File: config.mk
export PLATFORM = sky130hd
export DESIGN_NAME = lcd_ctrl
export DESIGN_NICKNAME = d
export VERILOG_FILES = /design/src/lcd_pkg.sv /design/src/lcd_cmd_rom.sv /design/src/lcd_spi_tx.sv /design/src/lcd_cmd_seq.sv /design/src/lcd_pixel_mux.sv /design/src/lcd_ctrl.sv
export SDC_FILE = /design/constraint.sdc
export NUM_CORES = 1
export LEC_CHECK = 0
export BUFFER_PORTS_ARGS = -buffer_cell sky130_fd_sc_hd__buf_2
export CORE_MARGIN = 5
export CORE_UTILIZATION = 43
export CTS_CLUSTER_SIZE = 10
export DETAILED_ROUTE_END_ITERATION = 8
export GPL_TIMING_DRIVEN = 0
export HOLD_SLACK_MARGIN = 0.15
export SLEW_MARGIN = 25
export SYNTH_ARGS = -nofsm -noshare
export SYNTH_HDL_FRONTEND = slang
export SYNTH_SLANG_ARGS = --single-unit
File: constraint.sdc
create_clock -name s_axis_aclk -period 6.05 [get_ports s_axis_aclk]
set_clock_uncertainty 0.1 [all_clocks]
set_input_delay 1.21 -clock s_axis_aclk [delete_from_list [all_inputs] [get_ports s_axis_aclk]]
set_output_delay 1.21 -clock s_axis_aclk [all_outputs]
set_load 0.005 [all_outputs]
File: src/lcd_cmd_rom.hex
// columns: opcode in bits 9:8 (0 reg addr, 1 data, 2 delay ms, 3 reset pin), argument in 7:0
301 // panel reset asserted
205
300 // panel reset released
278 // 120 ms wake-up time
0CF
100
1C1
130
0ED
164
103
112
181
0E8
185
100
178
0CB
139
12C
100
134
102
0F7
120
0EA
100
100
0C0
123
0C1
110
0C5
13E
128
0C7
186
036
148
03A
155
0B1
100
118
0B6
108
182
127
0F2
100
026
101
011 // sleep out
029 // display on
013
020
02A // frame sequence, column window 0 to 239
100
100
100
1EF
02B // row window 0 to 319
100
100
101
13F
02C // memory write, pixels follow
File: src/lcd_pkg.sv
// LCD controller shared definitions
package lcd_pkg;

    typedef logic [15:0] pixel_t;      // rgb565
    typedef logic [7:0]  byte_t;       // spi payload byte
    typedef logic [6:0]  rom_addr_t;   // 128 rom entries
    typedef logic [9:0]  rom_word_t;   // {opcode, argument}
    typedef logic [6:0]  cmd_len_t;    // entries per sequence

    // rom opcode in bits 9:8 of each entry
    typedef enum logic [1:0] {
        op_reg_addr  = 2'd0,   // register address, sent with dc low
        op_data_byte = 2'd1,   // register data, sent with dc high
        op_delay_ms  = 2'd2,   // argument is the delay in ms
        op_reset_pin = 2'd3    // argument bit 0 set asserts the pin
    } cmd_op_t;

    typedef struct packed {
        logic  dc;     // low for command, high for data
        byte_t data;
    } lcd_word_t;

    typedef struct packed {
        pixel_t tdata;
        logic   tvalid;
        logic   tuser;   // last pixel of frame
    } stream_t;

    localparam rom_addr_t init_seq_addr     = 7'd0;
    localparam cmd_len_t  init_seq_len      = 7'd56;
    localparam rom_addr_t frame_seq_addr    = 7'd56;   // window set and memory write
    localparam cmd_len_t  frame_seq_len     = 7'd11;
    localparam pixel_t    transparent_color = 16'hFFFF;
    localparam string     rom_file          = "/design/src/lcd_cmd_rom.hex";
    localparam int        word_bits         = 9;       // dc plus one byte

endpackage

File: src/lcd_cmd_rom.sv
// Command sequence ROM
module lcd_cmd_rom (
    input  logic               s_axis_aclk,
    input  lcd_pkg::rom_addr_t addr,
    output lcd_pkg::rom_word_t dout
);
    import lcd_pkg::*;

    rom_word_t mem [0:(2**$bits(rom_addr_t))-1];

    initial begin
        for (int i = 0; i < 2**$bits(rom_addr_t); i++) begin
            mem[i] = '0;   // unused tail reads as a register address of zero
        end
        $readmemh(rom_file, mem);
    end

    always_ff @(posedge s_axis_aclk) begin
        dout <= mem[addr];   // one cycle read latency
    end

endmodule

File: src/lcd_spi_tx.sv
// 9-bit SPI serializer
module lcd_spi_tx (
    input  logic               s_axis_aclk,
    input  logic               s_axis_aresetn,
    input  logic               tx_start,
    input  lcd_pkg::lcd_word_t tx_word,
    output logic               tx_busy,
    output logic               lcd_spi_scl,
    output logic               lcd_spi_sda
);
    import lcd_pkg::*;

    logic [word_bits-1:0]         shift_q;   // msb is on the line
    logic [$clog2(word_bits)-1:0] bit_cnt;
    logic                         phase;     // 0 = scl low half, 1 = scl high half

    always_ff @(posedge s_axis_aclk) begin
        if (!s_axis_aresetn) begin
            tx_busy <= 1'b0;
            shift_q <= '0;
            bit_cnt <= '0;
            phase   <= 1'b0;
        end else if (!tx_busy) begin
            if (tx_start) begin
                tx_busy <= 1'b1;
                shift_q <= tx_word;   // dc goes out first
                bit_cnt <= '0;
            end
        end else begin
            phase <= ~phase;
            if (phase) begin   // end of high half, move to next bit
                shift_q <= {shift_q[word_bits-2:0], 1'b0};
                bit_cnt <= bit_cnt + 1'b1;
                if (int'(bit_cnt) == word_bits - 1) begin
                    tx_busy <= 1'b0;   // 18 cycles after start
                end
            end
        end
    end

    assign lcd_spi_scl = phase;
    assign lcd_spi_sda = shift_q[word_bits-1];   // idles low once shifted out

    // requesters must hold off until the serializer is free
    a_no_start_while_busy: assert property (@(posedge s_axis_aclk) disable iff (!s_axis_aresetn)
        tx_busy |-> !tx_start);

endmodule

File: src/lcd_cmd_seq.sv
// Command sequence player
module lcd_cmd_seq #(
    parameter int ms_ticks = 25000
) (
    input  logic               s_axis_aclk,
    input  logic               s_axis_aresetn,
    input  logic               seq_start,
    input  lcd_pkg::rom_addr_t seq_addr,
    input  lcd_pkg::cmd_len_t  seq_len,
    output logic               seq_done,
    input  logic               tx_busy,
    output logic               tx_start,
    output lcd_pkg::lcd_word_t tx_word,
    output logic               lcd_resetn
);
    import lcd_pkg::*;

    typedef enum logic [2:0] {
        s_idle,
        s_fetch,    // rom address presented
        s_decode,   // rom data valid
        s_send,
        s_wait,
        s_delay
    } state_t;

    state_t    state;
    rom_addr_t addr_q;
    cmd_len_t  left_q;      // entries still to play, current one included
    rom_word_t rom_dout;
    cmd_op_t   op;
    byte_t     arg;
    byte_t     delay_cnt;
    logic      entry_end;
    logic      last_entry;
    logic [31:0] ms_cnt;
    logic        ms_tick;

    lcd_cmd_rom rom0 (
        .s_axis_aclk (s_axis_aclk),
        .addr        (addr_q),
        .dout        (rom_dout)
    );

    assign op         = cmd_op_t'(rom_dout[9:8]);
    assign arg        = rom_dout[7:0];
    assign last_entry = (left_q == cmd_len_t'(1));
    assign tx_start   = (state == s_send);
    assign ms_tick    = (ms_cnt == 32'(ms_ticks - 1));

    // an entry finishes here, whatever its opcode
    assign entry_end = ((state == s_decode) && (op == op_reset_pin))
                    || ((state == s_wait) && !tx_busy)
                    || ((state == s_delay) && (delay_cnt == '0));

    always_ff @(posedge s_axis_aclk) begin
        if (!s_axis_aresetn) begin
            ms_cnt <= '0;
        end else begin
            ms_cnt <= ms_tick ? '0 : ms_cnt + 1'b1;   // free running, not aligned to delays
        end
    end

    always_ff @(posedge s_axis_aclk) begin
        if (!s_axis_aresetn) begin
            state      <= s_idle;
            addr_q     <= '0;
            left_q     <= '0;
            seq_done   <= 1'b0;
            lcd_resetn <= 1'b0;
        end else begin
            seq_done <= entry_end && last_entry;
            if ((state == s_decode) && (op == op_reset_pin)) begin
                lcd_resetn <= ~arg[0];
            end
            if (entry_end) begin
                addr_q <= addr_q + 1'b1;
                left_q <= left_q - 1'b1;
                state  <= last_entry ? s_idle : s_fetch;
            end else begin
                case (state)
                    s_idle: if (seq_start) begin
                        addr_q <= seq_addr;
                        left_q <= seq_len;
                        state  <= s_fetch;
                    end
                    s_fetch:  state <= s_decode;
                    s_decode: state <= (op == op_delay_ms) ? s_delay : s_send;
                    s_send:   state <= s_wait;   // busy is up from the next cycle
                    default:  state <= state;
                endcase
            end
        end
    end

    always_ff @(posedge s_axis_aclk) begin
        if (state == s_decode) begin
            tx_word.dc   <= (op == op_data_byte);
            tx_word.data <= arg;
            delay_cnt    <= arg;
        end else if ((state == s_delay) && ms_tick && (delay_cnt != '0)) begin
            delay_cnt <= delay_cnt - 1'b1;   // one per ms tick
        end
    end

endmodule

File: src/lcd_pixel_mux.sv
// OSD over image pixel merger
module lcd_pixel_mux (
    input  logic               s_axis_aclk,
    input  logic               s_axis_aresetn,
    input  logic               frame_start,
    output logic               frame_done,
    input  lcd_pkg::stream_t   img_in,
    input  lcd_pkg::stream_t   osd_in,
    output logic               img_tready,
    output logic               osd_tready,
    input  logic               tx_busy,
    output logic               tx_start,
    output lcd_pkg::lcd_word_t tx_word
);
    import lcd_pkg::*;

    typedef enum logic [1:0] {s_idle, s_accept, s_hi_wait, s_lo_wait} state_t;

    state_t state;
    pixel_t sel_pix;
    byte_t  lo_q;     // low byte waits for the high one to finish
    logic   last_q;
    logic   take;

    assign sel_pix = (osd_in.tdata == transparent_color) ? img_in.tdata : osd_in.tdata;
    assign take    = (state == s_accept) && img_in.tvalid && osd_in.tvalid && !tx_busy;

    assign img_tready = take;   // both streams advance together
    assign osd_tready = take;
    assign tx_start   = take || ((state == s_hi_wait) && !tx_busy);
    assign tx_word    = '{dc: 1'b1, data: (state == s_accept) ? sel_pix[15:8] : lo_q};

    always_ff @(posedge s_axis_aclk) begin
        if (!s_axis_aresetn) begin
            state      <= s_idle;
            last_q     <= 1'b0;
            frame_done <= 1'b0;
        end else begin
            frame_done <= 1'b0;
            case (state)
                s_idle: if (frame_start) begin
                    last_q <= 1'b0;
                    state  <= s_accept;
                end
                s_accept: if (take) begin
                    last_q <= img_in.tuser && osd_in.tuser;   // joint end of frame
                    state  <= s_hi_wait;
                end
                s_hi_wait: if (!tx_busy) state <= s_lo_wait;   // low byte starts here
                s_lo_wait: if (!tx_busy) begin
                    frame_done <= last_q;
                    state      <= last_q ? s_idle : s_accept;
                end
                default: state <= s_idle;
            endcase
        end
    end

    always_ff @(posedge s_axis_aclk) begin
        if (take) lo_q <= sel_pix[7:0];
    end

    // the serializer takes the high byte on the handshake cycle
    a_hi_byte_taken: assert property (@(posedge s_axis_aclk) disable iff (!s_axis_aresetn)
        img_tready |=> tx_busy);

endmodule

File: src/lcd_ctrl.sv
// LCD controller top level
module lcd_ctrl #(
    parameter int ms_ticks = 25000
) (
    input  logic             s_axis_aclk,
    input  logic             s_axis_aresetn,
    input  lcd_pkg::stream_t img_in,
    input  lcd_pkg::stream_t osd_in,
    output logic             img_tready,
    output logic             osd_tready,
    output logic             lcd_spi_scl,
    output logic             lcd_spi_sda,
    output logic             lcd_resetn
);
    import lcd_pkg::*;

    typedef enum logic [2:0] {
        st_reset, st_init, st_img_sync, st_osd_sync, st_frame_seq, st_frame_fill
    } state_t;

    state_t    state;
    logic      seq_start, seq_done, frame_start, frame_done;
    rom_addr_t seq_addr;
    cmd_len_t  seq_len;
    logic      sync_img_tready, sync_osd_tready, mux_img_tready, mux_osd_tready;
    logic      seq_tx_start, mux_tx_start, tx_start, tx_busy;
    lcd_word_t seq_tx_word, mux_tx_word, tx_word;

    assign seq_addr   = (state == st_init) ? init_seq_addr : frame_seq_addr;
    assign seq_len    = (state == st_init) ? init_seq_len : frame_seq_len;
    assign img_tready = sync_img_tready | mux_img_tready;
    assign osd_tready = sync_osd_tready | mux_osd_tready;
    assign tx_start   = (state == st_frame_fill) ? mux_tx_start : seq_tx_start;
    assign tx_word    = (state == st_frame_fill) ? mux_tx_word : seq_tx_word;

    always_ff @(posedge s_axis_aclk) begin
        if (!s_axis_aresetn) begin
            state           <= st_reset;
            seq_start       <= 1'b0;
            frame_start     <= 1'b0;
            sync_img_tready <= 1'b0;
            sync_osd_tready <= 1'b0;
        end else begin
            seq_start   <= 1'b0;
            frame_start <= 1'b0;
            case (state)
                st_reset: begin
                    seq_start <= 1'b1;
                    state     <= st_init;
                end
                st_init: if (seq_done) state <= st_img_sync;
                st_img_sync: begin   // drop the partial image frame
                    sync_img_tready <= 1'b1;
                    if (img_in.tvalid && sync_img_tready && img_in.tuser) begin
                        sync_img_tready <= 1'b0;
                        state           <= st_osd_sync;
                    end
                end
                st_osd_sync: begin
                    sync_osd_tready <= 1'b1;
                    if (osd_in.tvalid && sync_osd_tready && osd_in.tuser) begin
                        sync_osd_tready <= 1'b0;
                        seq_start       <= 1'b1;
                        state           <= st_frame_seq;
                    end
                end
                st_frame_seq: if (seq_done) begin
                    frame_start <= 1'b1;
                    state       <= st_frame_fill;
                end
                st_frame_fill: if (frame_done) begin
                    seq_start <= 1'b1;   // window set again for the next frame
                    state     <= st_frame_seq;
                end
                default: state <= st_reset;
            endcase
        end
    end

    lcd_cmd_seq #(.ms_ticks(ms_ticks)) seq0 (
        .s_axis_aclk    (s_axis_aclk),
        .s_axis_aresetn (s_axis_aresetn),
        .seq_start      (seq_start),
        .seq_addr       (seq_addr),
        .seq_len        (seq_len),
        .seq_done       (seq_done),
        .tx_busy        (tx_busy),
        .tx_start       (seq_tx_start),
        .tx_word        (seq_tx_word),
        .lcd_resetn     (lcd_resetn)
    );

    lcd_pixel_mux mux0 (
        .s_axis_aclk    (s_axis_aclk),
        .s_axis_aresetn (s_axis_aresetn),
        .frame_start    (frame_start),
        .frame_done     (frame_done),
        .img_in         (img_in),
        .osd_in         (osd_in),
        .img_tready     (mux_img_tready),
        .osd_tready     (mux_osd_tready),
        .tx_busy        (tx_busy),
        .tx_start       (mux_tx_start),
        .tx_word        (mux_tx_word)
    );

    lcd_spi_tx tx0 (
        .s_axis_aclk    (s_axis_aclk),
        .s_axis_aresetn (s_axis_aresetn),
        .tx_start       (tx_start),
        .tx_word        (tx_word),
        .tx_busy        (tx_busy),
        .lcd_spi_scl    (lcd_spi_scl),
        .lcd_spi_sda    (lcd_spi_sda)
    );

    // sync treadys are released before the merger takes over
    a_tready_pair: assert property (@(posedge s_axis_aclk) disable iff (!s_axis_aresetn)
        (state == st_frame_fill) |-> (img_tready == osd_tready));

endmodule

After elaboration in Yosys (flattened, before gate mapping)
Index checks and enable logic that the tools add are counted.
{"block": "op_classes", "n_eq_ne": 31, "n_reduce_logical": 39, "muxes": 46, "addsub": 4, "bitwise_logic": 6}
{"operator": "$mux 9", "count": 4}
{"operator": "$add 32x1->32 const B", "count": 1}
{"operator": "$eq 32x15->1 const B", "count": 1}
{"operator": "$mux 3", "count": 8}
{"operator": "$mux 8", "count": 3}
{"operator": "$mux 7", "count": 3}
{"operator": "$pmux 3 s6", "count": 1}
{"operator": "$eq 16x16->1 const B", "count": 1}
{"operator": "$mux 16", "count": 1}
{"operator": "$logic_and 1x1->1", "count": 15}
{"operator": "$mux 1", "count": 14}
{"operator": "$eq 3x2->1 const B", "count": 4}
{"operator": "$eq 3x3->1 const B", "count": 4}
{"operator": "$mux 4", "count": 3}
{"operator": "$ne 2x2->1 const B", "count": 6}
{"operator": "$pmux 3 s4", "count": 1}
{"operator": "$reduce_bool 2->1", "count": 5}
{"operator": "$eq 2x2->1 const B", "count": 4}
{"operator": "$logic_not 8->1", "count": 1}
{"operator": "$mux 2", "count": 4}
{"operator": "$ne 2x1->1 const B", "count": 4}
{"operator": "$pmux 2 s4", "count": 1}
{"operator": "$reduce_and 2->1", "count": 4}
{"operator": "$reduce_bool 8->1", "count": 1}
{"operator": "23 further kinds", "count": 32}
{"block": "word_totals", "wordCells": 148, "output_inout_bits": 5, "register_bits": 105}

Depth between registers and ports, before layout
{"block": "depth", "depth_word": 8, "depth_mapped": 7, "mapped_depth_nobuf": 6}

By module
A second synthesis with hierarchy kept.
{"block": "unflattened", "cells_unflattened": 602, "area_unflattened_um2": 5577.8}
{"module": "lcd_cmd_seq", "cells_per_inst": 351, "n_inst": 1, "area_each_um2": 3225.6}
{"module": "lcd_pixel_mux", "cells_per_inst": 102, "n_inst": 1, "area_each_um2": 997.2}
{"module": "lcd_spi_tx", "cells_per_inst": 75, "n_inst": 1, "area_each_um2": 726.9}
{"module": "lcd_ctrl", "cells_per_inst": 63, "n_inst": 1, "area_each_um2": 549.3}
{"module": "lcd_cmd_rom", "cells_per_inst": 11, "n_inst": 1, "area_each_um2": 78.8}

Least setup slack after synthesis
No wires, ideal clock.
{"block": "synth_timing", "path_kind": "input -> output", "from": "in img_in[1] (netlist name)", "to": "out img_tready", "required_ns": 4.740, "t_arrival_ns": 1.480, "path_stages": 2, "path_slack_ns": 3.260, "path_cell_list": "nand4b_1 > nand2b_1"}
{"block": "synth_via", "elab_chain_cells": 4}
{"element": "from (decl)", "line": "lcd_ctrl.sv:7", "source": "input lcd_pkg::stream_t img_in,"}
{"element": "$logic_and 1x1->1 (3 in series)", "line": "lcd_pixel_mux.sv:26", "source": "assign take = (state == s_accept) && img_in.tvalid && osd_in.tvalid && !tx_busy;"}
{"element": "$or 1x1->1", "line": "lcd_ctrl.sv:31", "source": "assign img_tready = sync_img_tready | mux_img_tready;"}
{"element": "to (decl)", "line": "lcd_ctrl.sv:9", "source": "output logic img_tready,"}
No other way between the ends.

Final worst setup path
{"block": "layout_timing", "from": "in osd_in[1] (netlist name)", "to": "out img_tready"}
{"block": "layout_via", "elab_chain_cells": 3}
{"element": "from (decl)", "line": "lcd_ctrl.sv:8", "source": "input lcd_pkg::stream_t osd_in,"}
{"element": "$logic_and 1x1->1 (2 in series)", "line": "lcd_pixel_mux.sv:26"}
{"element": "$or 1x1->1", "line": "lcd_ctrl.sv:31"}
No other way between the ends.

==> summary.md <==
| Metric | Value |
|---|---|
| Leak pwr | `1.87 nW` |
| HP Start | `seq0.seq_done` |
| Syn_area_per_cell | `8.62 µm²` |
| Clock tree buffer depth | `2` |
| Slew margin rel. | `40.7%` |
| CTS HTree Levels | `3` |
| Yosys cell types | `68` |
| Post-synth top area share | `30.0%` |
| Hold Vio Cnt, Final | `0` |
| Number of global-route vias before repair | `4024` |
| Iteration-0 DRC Markers | `315` |
| Final Core Density | `50.1%` |
| RR Endpoint | `seq0.ms_cnt[2]` |
| Top cells by instance count after synthesis | `dfxtp_1 (69), nand2_1 (58), nor2_1 (48)` |
| Top post-synthesis cells by area | `dfxtp_1 (30%), edfxtp_1 (10%), nand2_1 (4.7%)` |
| Post-DP HPWL | `8450 µm` |
| Router iterations before antenna repair | `5` |
| VDD IR max | `104 µV` |
| Final setup vio count | `0` |
| Ys Warns | `0` |
| Hold WS | `0.358 ns` |
| Worst reg2reg startpoint | `seq0.ms_cnt[0]` |
| Slew @ Worst Pin | `0.877 ns` |
| Critical Path RT | `4.74 ns` |
| Die width | `113 µm` |
| GR Util All Layers | `18.0%` |
| CTS tree | `built` |
| Share of cells above drive strength 1 | `13.6%` |
| Pwr dens | `257 nW/µm²` |
| Root buf cell | `clkbuf_8` |
| Final period utilization | `52.5%` |
| Largest net degree at the start of global routing | `14` |
| Critical path startpoint category | `input port` |
| Avg WL per Cell | `15.7 µm` |
| Post-CTS Resized | `0` |
| Path category of the worst min-delay check | `reg2reg` |
| Register Area | `1860 µm²` |
| TritonCTS buffer count | `9` |
| FFs w/ async S/R, synth | `0%` |
| Setup TNS | `0 ns` |
| Worst reg-to-reg setup slack | `3.57 ns` |
| Die area | `12900 µm²` |
| Initial antenna violation count | `1` |
| Crit-path cells | `buf_2 > nand4b_1 > nand2b_1 > buf_2` |
| Data arrival at the endpoint of the critical path | `1.87 ns` |
| Ys flop type | `dfxtp_1` |
| #FFs+latches synth | `85` |
| Vias | `4284` |
| P&R area growth vs syn | `13.0%` |
| Cell taking the most area after synthesis | `dfxtp_1` |
| DRC | `0` |
| Initial Util | `44.3%` |
| Clock transition at the registers of the reported paths | `0.09 ns` |
| Number of synthesized flops with an enable pin | `16` |
| Fin nets | `634` |
| Register area share after synthesis | `40.5%` |
| Io pins | `43` |
| Global route total overflow | `0` |
| Kind of critical path | `in2out` |
| Outcome | `complete, no violations` |
| Max stage delay cell, worst path | `nand4b_1` |
| Row cnt | `37` |
| Peak Freq | `315 MHz` |
| Design Area, Final | `5190 µm²` |
| CP max FO | `6` |
| First-pass GRT wire length | `19000 µm` |
| CTS Hold Buffers Added | `0` |
| Average vias per placed instance | `5.90` |
| Reg2reg path depth | `6` |
| Pwr Total | `1.33 mW` |
| Port bufs | `41` |
| Crit path time final | `3.18 ns` |
| Count leader, synth | `dfxtp_1` |
| Routed WL | `11400 µm` |
| Clock sink count | `85` |
| CP endpoint kind | `output port` |
| Synth Instances | `533` |
| Cell Area, Placed | `4980 µm²` |
| RD Place Congestion | `0.869` |
| Hold Path End | `frame_start` |
| Cell mode on critical path | `buf_2` |
| # Post-CTS Setup Buffers | `0` |
| RSZ-0062 raised after global routing | `false` |
| Critical Path Max Stage Delay | `0.25 ns` |
| Post-DRT Antenna Nets | `0` |
| Core Area | `10400 µm²` |
| Cell Area, Synth | `4600 µm²` |
| Max Cap Viol | `0` |
| Worst hold stages | `2` |
| Worst-Skew Late Latency | `0.36 ns` |
| Multi-input gate area | `2560 µm²` |
| Chip Height | `113 µm` |
| Max-slew violation count | `0` |
| Post-synth net total | `582` |
| Fill cell count | `1021` |
| # diodes | `0` |
## layout by cell type, fill, tap and decap left out, types with 9 or more instances in the layout
cell      synthesis  final
nor2_1           48     48
nor3_1           14     14
clkbuf_8          0     12
nand2_1          58     58
dfxtp_1          69     69
o21ai_0          20     20
xnor2_1          17     17
ha_1             11     11
nand4_1          18     18
edfxtp_1         16     16
a21oi_1          31     31
inv_1            23     23
mux2i_1          11     11
clkbuf_1         17     18
and3_1            9      9
nand3_1          15     15
nor4_1           19     18
buf_2             3     44
or3_1            11     11
## how the worst max path moves through the flow
stage | from | endpoint | slack [ns] | cells after the start
after CTS | osd_in[1] | osd_tready | 2.88 | 4
final | osd_in[1] | img_tready | 2.87 | 4
after global routing | osd_in[1] | osd_tready | 2.80 | 4
after global placement | osd_in[1] | img_tready | 2.88 | 4
after detailed placement | osd_in[1] | osd_tready | 2.88 | 4
after floorplan | img_in[1] | img_tready | 3.26 | 2
## logic make-up after synthesis
logic type,Yosys count,share of synthesized area [%]
simple gates,243,28.7
compound gates,108,15.9
flops,85,40.5
mux,14,3.13
fa+ha+maj,11,2.99
xor+xnor,23,4.38
buf+inv,48,4.27
other cells,1,0.0816
## cell type report
type,count,area share (%)
multi-input combinational,400,49.2
sequential,85,35.8
buffer,25,2.12
timing repair buffer,41,3.95
inverter,23,1.66
clock buffer,14,3.73
tap,136,3.28
clock inverter,2,0.217
## worst max-delay path, delay by kind of cell
kind          cells  cell delay, ns
simple gates      2            0.40
buf+inv           2            0.25
## registers in the layout, indices dropped and copies added (netlist names), 2 cells and up
register        cells
seq0.ms_cnt        32
tx0.shift_q         9
mux0.lo_q           8
seq0.delay_cnt      8
seq0.left_q         7
tx0.bit_cnt         4
seq0.state          3
state               3
mux0.state          2
## metal layers
layer	vias to the layer above	GRT usage, %	wire length, µm	part of all wire (%)
met4	2	6.41	121	1.1
met3	13	4.03	778	6.8
met2	111	28.3	5140	45
li1	2082	-	-	-
met1	2076	24.5	5360	47
met5	-	0	13	0.11
## stage by stage
stage / instances / setup slack (ns)
5_1_grt: 726 / 2.80
3_5_place_dp: 710 / 2.88
2_1_floorplan: 533 / 3.26
4_1_cts: 726 / 2.88
3_3_place_gp: 710 / 2.88
6_report: 726 / 2.87
## where the power goes
part / internal (mW) / total, mW / switching [mW] / leakage, nW
clock network: 0.208 / 0.411 / 0.203 / 0.108
logic: 0.110 / 0.267 / 0.157 / 1.05
registers: 0.621 / 0.656 / 0.0355 / 0.704
total: 0.939 / 1.33 / 0.395 / 1.87
No activity file was read; power rests on OpenSTA's default activity.
